$ cat src/hdl/line_code_pkg.sv
`default_nettype none

package line_code_pkg;

	//////////////////////////////////////////////////////////////////////
	// Widths
	//////////////////////////////////////////////////////////////////////

	localparam int data_width   = 8;
	localparam int symbol_width = 10;
	localparam int sub6_width   = 6;
	localparam int sub4_width   = 4;

	// Longest legal run of equal bits on the line
	localparam int run_limit = 5;

	//////////////////////////////////////////////////////////////////////
	// Types
	//////////////////////////////////////////////////////////////////////

	typedef logic [data_width-1:0]   data_byte_t;
	typedef logic [symbol_width-1:0] symbol_t;
	typedef logic [sub6_width-1:0]   sub6_t;
	typedef logic [sub4_width-1:0]   sub4_t;

	//////////////////////////////////////////////////////////////////////
	// Code constants
	//////////////////////////////////////////////////////////////////////

	// K28 family, five-bit field
	localparam logic [4:0] k28_index = 5'd28;

	// K28 first sub-block in negative form
	localparam sub6_t k28_sub6 = 6'b001111;

	// Seven-bit comma patterns, abcdeif order
	localparam logic [6:0] comma_plus  = 7'b0011111;
	localparam logic [6:0] comma_minus = 7'b1100000;

endpackage

`default_nettype wire

$ cat src/hdl/code_group_if.sv
`timescale 1ns/1ns
`default_nettype none

interface code_group_if import line_code_pkg::*; ();

	logic  valid;
	logic  code_error;
	sub6_t sub6;
	logic  flip6;
	sub4_t sub4;
	sub4_t sub4_alt;
	logic  alt_if_neg;
	logic  alt_if_pos;
	logic  flip4;

	modport drive (
		output valid, code_error, sub6, flip6,
		output sub4, sub4_alt, alt_if_neg, alt_if_pos, flip4
	);

	modport accept (
		input valid, code_error, sub6, flip6,
		input sub4, sub4_alt, alt_if_neg, alt_if_pos, flip4
	);

endinterface

`default_nettype wire

$ cat src/hdl/encode_5b6b.sv
`timescale 1ns/1ns
`default_nettype none

module encode_5b6b import line_code_pkg::*; (
	input  logic [4:0] value,
	output sub6_t      code,
	output logic       flip
);

	// Negative-disparity form, abcdei with a in the MSB
	always_comb begin
		case (value)
			5'd0:  code = 6'b100111;
			5'd1:  code = 6'b011101;
			5'd2:  code = 6'b101101;
			5'd3:  code = 6'b110001;
			5'd4:  code = 6'b110101;
			5'd5:  code = 6'b101001;
			5'd6:  code = 6'b011001;
			5'd7:  code = 6'b111000;
			5'd8:  code = 6'b111001;
			5'd9:  code = 6'b100101;
			5'd10: code = 6'b010101;
			5'd11: code = 6'b110100;
			5'd12: code = 6'b001101;
			5'd13: code = 6'b101100;
			5'd14: code = 6'b011100;
			5'd15: code = 6'b010111;
			5'd16: code = 6'b011011;
			5'd17: code = 6'b100011;
			5'd18: code = 6'b010011;
			5'd19: code = 6'b110010;
			5'd20: code = 6'b001011;
			5'd21: code = 6'b101010;
			5'd22: code = 6'b011010;
			5'd23: code = 6'b111010;
			5'd24: code = 6'b110011;
			5'd25: code = 6'b100110;
			5'd26: code = 6'b010110;
			5'd27: code = 6'b110110;
			5'd28: code = 6'b001110;
			5'd29: code = 6'b101110;
			5'd30: code = 6'b011110;
			5'd31: code = 6'b101011;
		endcase
	end

	// D.7 is balanced but still swaps to 000111 under positive disparity
	assign flip = (value == 5'd7);

endmodule

`default_nettype wire

$ cat src/hdl/encode_3b4b.sv
`timescale 1ns/1ns
`default_nettype none

module encode_3b4b import line_code_pkg::*; (
	input  logic [2:0] value,
	output sub4_t      code,
	output sub4_t      code_alt,
	output logic       flip
);

	// Negative-disparity form, fghj with f in the MSB
	always_comb begin
		case (value)
			3'd0: code = 4'b1011;
			3'd1: code = 4'b1001;
			3'd2: code = 4'b0101;
			3'd3: code = 4'b1100;
			3'd4: code = 4'b1101;
			3'd5: code = 4'b1010;
			3'd6: code = 4'b0110;
			3'd7: code = 4'b1110;
		endcase
	end

	// A7 replaces P7 to break up long runs after some 6b codes
	always_comb begin
		code_alt = code;
		if (value == 3'd7) begin
			code_alt = 4'b0111;
		end
	end

	// x.3 is balanced yet alternates with disparity
	assign flip = (value == 3'd3);

endmodule

`default_nettype wire

$ cat src/hdl/code_group_decode.sv
`timescale 1ns/1ns
`default_nettype none

module code_group_decode import line_code_pkg::*; (
	input  logic        pclk,
	input  logic        reset,
	input  logic        enable,
	input  logic        tx_data_k,
	input  data_byte_t  data,
	code_group_if.drive grp
);

	logic [4:0] low5;
	logic [2:0] high3;
	sub6_t      tab6;
	logic       tab6_flip;
	sub4_t      tab4;
	sub4_t      tab4_alt;
	logic       tab4_flip;

	logic       is_k28;
	logic       is_k_alt;
	logic       k_legal;
	logic       x7;
	logic       bal4;
	logic       plain;

	assign low5  = data[4:0];
	assign high3 = data[7:5];

	encode_5b6b u_5b6b (
		.value (low5),
		.code  (tab6),
		.flip  (tab6_flip)
	);

	encode_3b4b u_3b4b (
		.value    (high3),
		.code     (tab4),
		.code_alt (tab4_alt),
		.flip     (tab4_flip)
	);

	//////////////////////////////////////////////////////////////////////
	// Control symbol checks
	//////////////////////////////////////////////////////////////////////

	assign x7       = (high3 == 3'd7);
	assign is_k28   = tx_data_k && (low5 == k28_index);
	assign is_k_alt = tx_data_k && x7 && (low5 inside {5'd23, 5'd27, 5'd29, 5'd30});
	assign k_legal  = is_k28 || is_k_alt;
	// Illegal K falls back to the data code
	assign plain    = !k_legal;
	assign bal4     = ($countones(tab4) == 2);

	always_ff @(posedge pclk) begin
		if (reset) begin
			grp.valid      <= 1'b0;
			grp.code_error <= 1'b0;
		end else begin
			grp.valid      <= enable;
			grp.code_error <= enable && tx_data_k && !k_legal;
		end
	end

	always_ff @(posedge pclk) begin
		if (enable) begin
			grp.sub6     <= is_k28 ? k28_sub6 : tab6;
			grp.flip6    <= is_k28 || tab6_flip;
			// After K28 the balanced codes run opposite to the data rule
			grp.sub4     <= (is_k28 && bal4 && !tab4_flip) ? ~tab4 : tab4;
			grp.flip4    <= tab4_flip || (is_k28 && bal4);
			grp.sub4_alt <= tab4_alt;
			grp.alt_if_neg <= (k_legal && x7) ||
				(plain && x7 && (low5 inside {5'd17, 5'd18, 5'd20}));
			grp.alt_if_pos <= (k_legal && x7) ||
				(plain && x7 && (low5 inside {5'd11, 5'd13, 5'd14}));
		end
	end

endmodule

`default_nettype wire

$ cat src/hdl/disparity_control.sv
`timescale 1ns/1ns
`default_nettype none

module disparity_control import line_code_pkg::*; (
	input  logic         pclk,
	input  logic         reset,
	code_group_if.accept grp,
	output symbol_t      symbol,
	output logic         symbol_valid,
	output logic         code_error
);

	// High when running disparity is positive
	logic  rd;

	logic  bal6;
	logic  comp6;
	sub6_t code6;
	logic  rd_mid;

	logic  use_alt;
	sub4_t pick4;
	logic  bal4;
	logic  comp4;
	sub4_t code4;
	logic  rd_next;

	//////////////////////////////////////////////////////////////////////
	// First sub-block
	//////////////////////////////////////////////////////////////////////

	assign bal6   = ($countones(grp.sub6) == 3);
	assign comp6  = rd && (!bal6 || grp.flip6);
	assign code6  = comp6 ? ~grp.sub6 : grp.sub6;
	assign rd_mid = rd ^ !bal6;

	//////////////////////////////////////////////////////////////////////
	// Second sub-block
	//////////////////////////////////////////////////////////////////////

	assign use_alt = rd_mid ? grp.alt_if_pos : grp.alt_if_neg;
	assign pick4   = use_alt ? grp.sub4_alt : grp.sub4;
	assign bal4    = ($countones(pick4) == 2);
	assign comp4   = rd_mid && (!bal4 || grp.flip4);
	assign code4   = comp4 ? ~pick4 : pick4;
	assign rd_next = rd_mid ^ !bal4;

	always_ff @(posedge pclk) begin
		if (reset) begin
			rd           <= 1'b0;
			symbol_valid <= 1'b0;
			code_error   <= 1'b0;
		end else begin
			symbol_valid <= grp.valid;
			code_error   <= grp.valid && grp.code_error;
			// Idle cycles hold disparity
			if (grp.valid) begin
				rd <= rd_next;
			end
		end
	end

	// 6b block in the high bits goes out first
	always_ff @(posedge pclk) begin
		if (grp.valid) begin
			symbol <= {code6, code4};
		end
	end

endmodule

`default_nettype wire

$ cat src/hdl/encoder_8b10b.sv
`timescale 1ns/1ns
`default_nettype none

module encoder_8b10b import line_code_pkg::*; (
	input  logic       pclk,
	input  logic       reset,
	input  logic       enable,
	input  logic       tx_data_k,
	input  data_byte_t data,
	output symbol_t    symbol,
	output logic       symbol_valid,
	output logic       code_error
);

	//////////////////////////////////////////////////////////////////////
	// Decode to disparity control
	//////////////////////////////////////////////////////////////////////

	code_group_if grp ();

	code_group_decode u_decode (
		.pclk      (pclk),
		.reset     (reset),
		.enable    (enable),
		.tx_data_k (tx_data_k),
		.data      (data),
		.grp       (grp.drive)
	);

	// Running disparity and output register
	disparity_control u_disparity (
		.pclk         (pclk),
		.reset        (reset),
		.grp          (grp.accept),
		.symbol       (symbol),
		.symbol_valid (symbol_valid),
		.code_error   (code_error)
	);

endmodule

`default_nettype wire

$ cat config.mk
export PLATFORM = sky130hd
export DESIGN_NAME = encoder_8b10b
export DESIGN_NICKNAME = d
export VERILOG_FILES = /design/src/hdl/line_code_pkg.sv /design/src/hdl/code_group_if.sv /design/src/hdl/encode_5b6b.sv /design/src/hdl/encode_3b4b.sv /design/src/hdl/code_group_decode.sv /design/src/hdl/disparity_control.sv /design/src/hdl/encoder_8b10b.sv
export SDC_FILE = /design/constraint.sdc
export NUM_CORES = 1
export LEC_CHECK = 0
export BUFFER_PORTS_ARGS = -buffer_cell sky130_fd_sc_hd__buf_2
export CAP_MARGIN = 20
export CORE_MARGIN = 2
export CORE_UTILIZATION = 30
export DETAILED_ROUTE_END_ITERATION = 7
export HOLD_SLACK_MARGIN = 0.05
export PLACE_DENSITY_LB_ADDON = 0.25
export SYNTH_ARGS = -nofsm -noshare
export SYNTH_HDL_FRONTEND = slang
export SYNTH_HIERARCHICAL = 1
export SYNTH_SLANG_ARGS = --single-unit
$ cat constraint.sdc
create_clock -name pclk -period 10.6 [get_ports pclk]
set_input_delay 2.12 -clock pclk [delete_from_list [all_inputs] [get_ports pclk]]
set_output_delay 2.12 -clock pclk [all_outputs]
set_load 0.02 [all_outputs]
---- Word-level counts from Yosys, hierarchy flattened ----
Memory sizes are Yosys's and may differ from the RTL's. A register that Yosys moved wholly into a read port is not among the register bits.
Index checks and enable logic that the tools add are counted.
Widths: inputs -> output; s select.
storage, ports and cells
  register bits after elaboration ......... 27
  ROM bits ................................ 224
  input bits .............................. 12
  output and inout bits ................... 12
  logic and storage cells ................. 80
  memories kept ........................... 2
memories
  memory           depth  width  rd ports  clocked after memory_dff  write ports  line               source
  (no name shown)  32     6      1         1                         0            encode_5b6b.sv:12  case (value)
  (no name shown)  8      4      1         0                         0            encode_3b4b.sv:13  case (value)
operators by class
  add/subtract/negate cells ............... 11
  eq/ne operators ......................... 17
  mux-type cells .......................... 5
  bitwise gates (word level) .............. 5
  reductions and logical operators ........ 28
operator list
  kind                 count
  $add 32x32->32       4
  $eq 32x3->1 const B  3
  $eq 5x5->1 const B   8
  $eq 5x4->1 const B   3
  $add 1x1->2          7
  $logic_and 1x1->1    14
  $mux 4               3
  $not 4->4            2
  $logic_or 1x1->1     7
  $mux 6               1
  $not 6->6            1
  $reduce_bool 3->1    2
  $eq 5x3->1 const B   1
  $logic_not 1->1      4
  $reduce_bool 4->1    1
  $eq 3x2->1 const B   1
  $eq 3x3->1 const B   1
  $xor 1x1->1          2
  $mux 1               1

---- Longest topological paths before layout ----
Gate-level depths: netlist of run 1.
  depth after elaboration ................. 15
  depth in mapped cells ................... 20
  gate-level depth less buffers ........... 20

---- By module ----
The synthesis of run 1 kept the hierarchy.
by module, submodules not included
  module             times used  cells each  area an instance (um2)  seq. area each (um2)
  code_group_decode  1           76          1006.0                  580.6
  disparity_control  1           70          890.9                   360.3
  encode_5b6b        1           56          441.7                   0.0
  encode_3b4b        1           15          85.1                    0.0

---- Worst setup path after synthesis of run 1 ----
OpenSTA, ideal clock, no wires.
  kind .................................... register -> register
  start point ............................. register u_decode.grp.sub6[1]
  end point ............................... register u_disparity.symbol[0] (data pin)
  setup time .............................. 261 ps
  arrival ................................. 4866 ps
  required time ........................... 10339 ps
  path slack .............................. 5474 ps
  cell stages (with the launch flop) ...... 21
  path buffers ............................ 0
  period minus slack after synthesis ...... 5126 ps
  cell sequence ........................... edfxtp_1 -> inv_1 -> fa_1 -> fa_1 -> inv_1 -> ha_1 -> inv_1 -> fa_1 -> nand3b_4 -> xnor2_4 -> mux2i_4 -> mux2_4 -> ha_1 -> inv_1 -> fa_1 -> inv_1 -> ha_1 -> and4bb_2 -> nand2b_1 -> mux2i_1 -> a221o_1
between the ends
  longest elaborated chain between the ends .. 15
  elaborated cells on any way between the ends .. 17
  those cells by class .................... add/sub (6); eq/ne (2); mux (3); bitwise (2); reduce/logical (4)
ends and longest elaborated chain
  element                                                 line                     source
  start: declaration                                      code_group_if.sv:17      output valid, code_error, sub6, flip6,
  $add 1x1->2 (implied by the code) (*)                   disparity_control.sv:32  assign bal6 = ($countones(grp.sub6) == 3);
  $add 32x32->32 (implied by the code) (*) (2 in series)  disparity_control.sv:32
  $eq 32x3->1 (*)                                         disparity_control.sv:32
  $logic_not 1->1 (*)                                     disparity_control.sv:35  assign rd_mid = rd ^ !bal6;
  $xor 1x1->1 (*)                                         disparity_control.sv:35
  $mux 1                                                  disparity_control.sv:41  assign use_alt = rd_mid ? grp.alt_if_pos : grp.alt_if_neg;
  $mux 4                                                  disparity_control.sv:42  assign pick4 = use_alt ? grp.sub4_alt : grp.sub4;
  $add 1x1->2 (implied by the code)                       disparity_control.sv:43  assign bal4 = ($countones(pick4) == 2);
  $add 32x32->32 (implied by the code)                    disparity_control.sv:43
  $eq 32x3->1                                             disparity_control.sv:43
  $logic_not 1->1                                         disparity_control.sv:44  assign comp4 = rd_mid && (!bal4 || grp.flip4);
  $logic_or 1x1->1                                        disparity_control.sv:44
  $logic_and 1x1->1                                       disparity_control.sv:44
  $mux 4 (*)                                              disparity_control.sv:45  assign code4 = comp4 ? ~pick4 : pick4;
  net u_disparity.code4[0]                                disparity_control.sv:25  sub4_t code4;
  end signal: assignment                                  disparity_control.sv:66  symbol <= {code6, code4};
  end: declaration                                        disparity_control.sv:8   output symbol_t symbol,
The timed path passes the listed nets; every way through them passes the cells marked *.
A chain may end at the register's enable or synchronous reset.

---- Worst setup path in the final report of run 1 ----
  start point ............................. register u_decode.grp.sub6[3]
  end point ............................... register u_disparity.symbol[2] (data pin)
Same word-level chain as after synthesis.

==> results of run 1 <==
power by group:
group	internal (mW)	total, mW	switching [mW]
registers	0.167	0.178	0.0111
logic	0.0942	0.193	0.0991
clock network	0.0454	0.0883	0.0429
flip-flops by register name, indices dropped and copies added (netlist names):
name and cells:
u_decode/grp.alt_if_pos 1, u_disparity/symbol 10, u_decode/grp.flip6 1, u_disparity/symbol_valid 1, u_decode/grp.alt_if_neg 1, u_decode/grp.valid 1
u_decode/grp.sub4_alt 4, u_decode/grp.code_error 1, u_decode/grp.flip4 1, u_disparity/code_error 1, u_decode/grp.sub4 4, u_decode/grp.sub6 6
u_disparity/rd 1
synth_stat cells, types with 5 or more instances:
cell type  instances  area share, %
edfxtp_1          28             35
inv_1             27            4.2
ha_1              13            6.7
nand2_1           10            1.5
xnor2_1            9            3.3
a21oi_1            8            1.7
mux2i_1            8            3.3
nor2b_1            8            2.1
o21ai_0            8            1.7
buf_6              6            2.8
nor2_1             6           0.93
or2b_1             6            1.9
dfxtp_1            5            4.1
fa_1               5            4.1
xor2_1             5            1.8
per-stage QoR:
stage          hold WS [ns]  util, %
6_report             0.4806    34.18
5_1_grt              0.4853    34.18
4_1_cts              0.4762    34.18
3_5_place_dp         0.4614    33.10
3_3_place_gp         0.4578    33.10
2_1_floorplan        0.4057        -
layer usage:
metal  vias to the layer above  share of wire, %  global-route usage, %
met3                         7               3.3                  2.006
met5                         -                 0                      0
li1                        810                 -                      -
met4                         0               1.8                  4.348
met2                        25                44                  15.06
met1                       696                51                  12.75
path summary, 6_finish.rpt:
| path | cells after the start | start | to | slack [ns] |
|---|---|---|---|---|
| max | 20 | u_decode/grp.sub6[3] | u_disparity/symbol[2] | 5.23 |
| min | 1 | u_decode/grp.code_error | u_disparity/code_error | 0.48 |
| min reg2reg | 1 | u_decode/grp.code_error | u_disparity/code_error | 0.48 |
| max reg2reg | 20 | u_decode/grp.sub6[3] | u_disparity/symbol[2] | 5.23 |
area by class of cell:
| type | count | area share, % |
|---|---|---|
| Multi-Input combinational cell | 147 | 48.44 |
| Sequential cell | 33 | 35.44 |
| Tap cell | 102 | 4.807 |
| Timing Repair Buffer | 23 | 4.336 |
| Inverter | 27 | 3.817 |
| Clock buffer | 6 | 2.733 |
| Clock inverter | 2 | 0.4241 |
cells by family (layout without fill, tap and decap cells):
| family | count (synthesis) | count (layout) | share of synthesized area, % |
|---|---|---|---|
| simple gates | 55 | 55 | 14.46 |
| compound gates | 42 | 42 | 12.34 |
| buf+inv | 37 | 58 | 8.105 |
| flops | 33 | 33 | 38.82 |
| xor+xnor | 19 | 19 | 8.880 |
| fa+ha+maj | 18 | 18 | 10.84 |
| mux | 13 | 13 | 6.556 |
==> summary.md, run 1 <==
| Metric | Value |
|---|---|
| CTS clock-pin slew for the worst setup and hold paths | 0.07 ns |
| Setup crit end kind | register |
| Cell variety after synth | 53 |
| CP Class | reg -> reg |
| Dpl ws | 5.235 ns |
| Status | finished clean |
| Most common cell after layout, fill and taps aside | edfxtp_1 |
| Drc violations | 0 |
| Clock Tree Buf Depth | 2 |
| Footprint of the multi-input gates | 1286 um2 |
| IO buf count | 23 |
| CTS H-tree lvls | 2 |
| Placed cells | 332 |
| Fillers | 807 |
| Overall routing resource usage | 9.620% |
| CTS root buffer | clkbuf_8 |
| Initial core utilization | 31.20% |
| RSZ-0062 raised after global routing | false |
| Pre-Repair DR Iteration Count | 4 |
| Synth warnings | 6 |
| Post-Place Cell Area | 2571 um2 |
| Post-layout worst setup margin | 5.235 ns |
| Share of layout cells above drive strength 1 | 20.17% |
| Gr ovfl total | 0 |
| Post-CTS Hold Fix Bufs | 0 |
| Number of synthesized flops with an enable pin | 28 |
| Endpoints failing setup | 0 |
| Clk Latency, worst-skew pair | 0.28 ns |
| Max cap viols | 0 |
| CTS tree | yes |
| Post-DP HPWL | 3.063 mm |
| Worst Clk Skew | 0.003104 ns |
| Worst slew pin tran | 0.5233 ns |
| Nets@finish | 267 |
| DIE AREA | 8813 um2 |
| Final min period | 5.365 ns |
| Slew Limit Fails | 0 |
| Sequential Area | 940.9 um2 |
| CTS Buf Count | 5 |
| Die width | 93.88 um |
| Antenna cells | 0 |
| DR vias/cell | 4.524 |
| Routed vias | 1538 |
| VDD IR max | 0.00005265 V |
| Routability Congestion | 0.8089 |
| Crit path arrival time | 5.39 ns |
| Syn_nets | 247 |
| Mean routed wirelength per cell | 11.55 um |
| Syn avg cell area | 11.17 um2 |
| Post-CTS Setup Inserts | 0 |
| Post-route ant nets | 0 |
| Setup TNS | 0 ns |
| Hold Fails Final Rpt | 0 |
| Overall Power | 0.4600 mW |
| Bufs and invs on worst path | 5 |
| Max incr delay on CP | 0.49 ns |
| Commonest cells after routing, fill and taps aside | edfxtp_1 (28), inv_1 (27), buf_2 (23) |
| Sequential-to-total area share from yosys stat | 38.82% |
| First-pass GRT wire length | 6.775 mm |
| Worst Path Required | 10.63 ns |
| Finished Layout Cells | 340 |
| CP delay by family, top | adder cells |
| Vias in the first global route | 1430 |
| Crit Path Max Fanout | 7 |
| Asr flop ratio synth | 0% |
| Tightest Hold Check Type | reg -> reg |
| PwrDens | 173.2 nW/um2 |
| Die Y | 93.88 um |
| DRT iter0 DRCs | 77 |
| Area Growth Syn to Fin | 9.551% |
| I/O pin count | 24 |
| Leakage power | 1.103 nW |
| Initial antenna violation count | 0 |
| Synth Flop Type | edfxtp_1 |
| Slew HR | 65.12% |
| Total Wirelength | 3.926 mm |
| Critical Path, Cell by Cell | inv_1, fa_1, fa_1, inv_1, ha_1, inv_1, fa_1, nand3b_4, xnor2_4, mux2i_4, mux2_4, ha_1, inv_1, fa_1, inv_1, ha_1, and4bb_2, nand2b_1, mux2i_1, a221o_1 |
| Crit-path most repeated cell | inv_1 |
| Mapped Cells | 217 |
| Startpoint types | register |
| Final Cell Area | 2655 um2 |
| Largest net degree at the start of global routing | 28 |
| Clk sink count | 33 |
| Maximum achievable frequency | 186.4 MHz |
| Worst path slowest cell | fa_1 |
| Synth Register Bits | 33 |
| Post-cts sizing count | 0 |
| Post-Syn Area | 2424 um2 |
| Row cnt | 32 |
| Area of the core | 7767 um2 |
| Final Cycle Share | 50.61% |
(Power assumes the default switching activity.)
==> run 2: changes to the inputs <==
clock period = 5.5 ns   (was 10.6 ns; I/O delays follow)
==> run 2 against run 1 <==
Net effect: total power up 98%; hold slack got worse by 0.035 ns; sequential cell count unchanged; final cell count rose by 0.29%; core utilization up 0.19 points; combinational power rose by 100%; clock power up 100%; critical path type unchanged; critical endpoint unchanged.
==> summary.md, run 2 (synthesized netlist as in run 1, its figures left out) <==
| Metric | Value |
|---|---|
| Status | finished clean |
| Vias in the first global route | 1489 |
| CP Class | reg -> reg |
| Clk Latency, worst-skew pair | 0.28 ns |
| Fillers | 804 |
| Placed cells | 333 |
| DIE AREA | 8813 um2 |
| CTS clock-pin slew for the worst setup and hold paths | 0.07 ns |
| Post-DP HPWL | 3.120 mm |
| RR Startpoint | u_decode/grp.sub6[1] |
| First-pass GRT wire length | 6.886 mm |
| Max cap viols | 0 |
| Critical Path, Cell by Cell | inv_1, fa_1, fa_1, inv_1, ha_1, inv_1, fa_1, nand3b_4, xnor2_4, mux2i_4, mux2_4, ha_1, inv_1, fa_1, inv_1, ha_1, and4bb_2, nand2b_1, mux2i_1, a221o_1 |
| DRT iter0 DRCs | 49 |
| Setup TNS | 0 ns |
| Largest Register | u_disparity/symbol |
| Initial core utilization | 31.20% |
| CTS tree | yes |
| Area Growth Syn to Fin | 10.17% |
| Leakage power | 1.118 nW |
| Worst slew pin tran | 0.5265 ns |
| Row cnt | 32 |
| Routed vias | 1554 |
| Crit path arrival time | 5.28 ns |
| Worst Clk Skew | 0.008792 ns |
| Endpoints failing setup | 0 |
| Fin util | 34.38% |
| Footprint of the multi-input gates | 1286 um2 |
| Pre-Repair DR Iteration Count | 4 |
| Largest net degree at the start of global routing | 28 |
| CTS root buffer | clkbuf_8 |
| Post-route ant nets | 0 |
| IO buf count | 23 |
| Startpoint types | register |
| Gr ovfl total | 0 |
| Clk sink count | 33 |
| Die width | 93.88 um |
| Post-CTS Setup Inserts | 0 |
| Area of the core | 7767 um2 |
| Crit path to | u_disparity/symbol[2] |
| Overall routing resource usage | 9.939% |
| Setup crit end kind | register |
| DR vias/cell | 4.557 |
| Max incr delay on CP | 0.49 ns |
| I/O pin count | 24 |
| Nets@finish | 268 |
| Post-CTS Hold Fix Bufs | 0 |
| Crit-path most repeated cell | inv_1 |
| Top flop regs | u_disparity/symbol: 10 flops, u_decode/grp.sub6: 6 flops |
| Post-cts sizing count | 0 |
| Overall Power | 0.9120 mW |
| PwrDens | 341.6 nW/um2 |
| Hold Fails Final Rpt | 0 |
| Post-Place Cell Area | 2579 um2 |
| Reg2reg setup slack | 0.25 ns |
| CTS Buf Count | 5 |
| CTS H-tree lvls | 2 |
| RSZ-0062 raised after global routing | false |
| Register-to-Register Path Depth | 20 |
| Slew HR | 64.90% |
| FF-to-FF End | u_disparity/symbol[2] |
| Share of layout cells above drive strength 1 | 20.92% |
| Final Cell Area | 2670 um2 |
| Routability Congestion | 0.8130 |
| Tightest Hold Check Type | reg -> reg |
| Most common cell after layout, fill and taps aside | edfxtp_1 |
| Sequential Area | 940.9 um2 |
| Initial antenna violation count | 0 |
| Antenna cells | 0 |
| Commonest cells after routing, fill and taps aside | edfxtp_1 (28), inv_1 (27), buf_2 (23) |
| VDD IR max | 0.0001094 V |
| Mean routed wirelength per cell | 11.62 um |
| Total Wirelength | 3.961 mm |
| Finished Layout Cells | 341 |
| Critical Path Start | u_decode/grp.sub6[1] |
| Die Y | 93.88 um |
| Final min period | 5.249 ns |
| Slew Limit Fails | 0 |
| Crit Path Max Fanout | 6 |
| Clock Tree Buf Depth | 2 |
| Worst path slowest cell | fa_1 |
| Drc violations | 0 |
| Final Cycle Share | 95.44% |
| Maximum achievable frequency | 190.5 MHz |
| Number of flip-flops in the largest register | 10 |
| Worst Path Required | 5.53 ns |
==> run 2: cell types whose count changed in the layout (fill, tap and decap cells not counted), sizes merged <==
| cell | before | now |
|---|---|---|
| clkinvlp | 1 | 0 |
| clkinv | 1 | 2 |
| buf | 23 | 24 |
==> run 2: how the worst min path moves through the flow <==
stage | from | end | slack [ns] | cells after the start
after floorplan | u_decode/grp.code_error | u_disparity/code_error | 0.41 | 1
after global placement | u_decode/grp.code_error | u_disparity/code_error | 0.45 | 1
after detailed placement | u_decode/grp.code_error | u_disparity/code_error | 0.45 | 1
after CTS | u_decode/grp.code_error | u_disparity/code_error | 0.46 | 1
after global routing | u_decode/grp.code_error | u_disparity/code_error | 0.48 | 1
final | u_decode/grp.code_error | u_disparity/code_error | 0.45 | 1
==> run 2: metrics by stage <==
| stage | hold slack, ns | setup WS (ns) |
|---|---|---|
| global placement | 0.4542 | 0.3172 |
| global route | 0.4756 | 0.03213 |
| detailed placement | 0.4546 | 0.2224 |
| CTS | 0.4594 | 0.2321 |
| finish | 0.4458 | 0.2509 |
| floorplan | 0.4057 | 0.3736 |
==> run 2: per-layer routing <==
metal | global-route usage [%] | wire [um]
met1 | 12.79 | 1913
met2 | 15.71 | 1770
met3 | 1.926 | 162
met4 | 5.314 | 115
met5 | 0 | 0
==> run 2: worst max-delay path: cells and delay by family (launching register included) <==
kind / cells / cell delay (ns)
adder cells (fa/ha/maj): 7 / 2.39
multiplexers: 3 / 0.79
AND/OR/NAND/NOR: 3 / 0.56
flip-flops: 1 / 0.40
AO/OA/AOI/OAI: 1 / 0.38
buffers and inverters: 5 / 0.30
XOR/XNOR: 1 / 0.20
==> run 2: area by class of cell <==
cell class              count  area share [%]
multi-input cells         147           48.17
flip-flops and latches     33           35.24
well taps                 102           4.780
repair buffers             24           4.592
inverters                  27           3.796
clock buffers               6           3.093
clock inverters             2          0.3280
==> run 2: where the power goes <==
part / leakage [nW] / internal, mW / switching [mW] / total, mW
Clock: 0.0486 / 0.0989 / 0.0799 / 0.179
Sequential: 0.311 / 0.323 / 0.0223 / 0.345
Combinational: 0.758 / 0.192 / 0.197 / 0.388
Total: 1.12 / 0.613 / 0.299 / 0.912
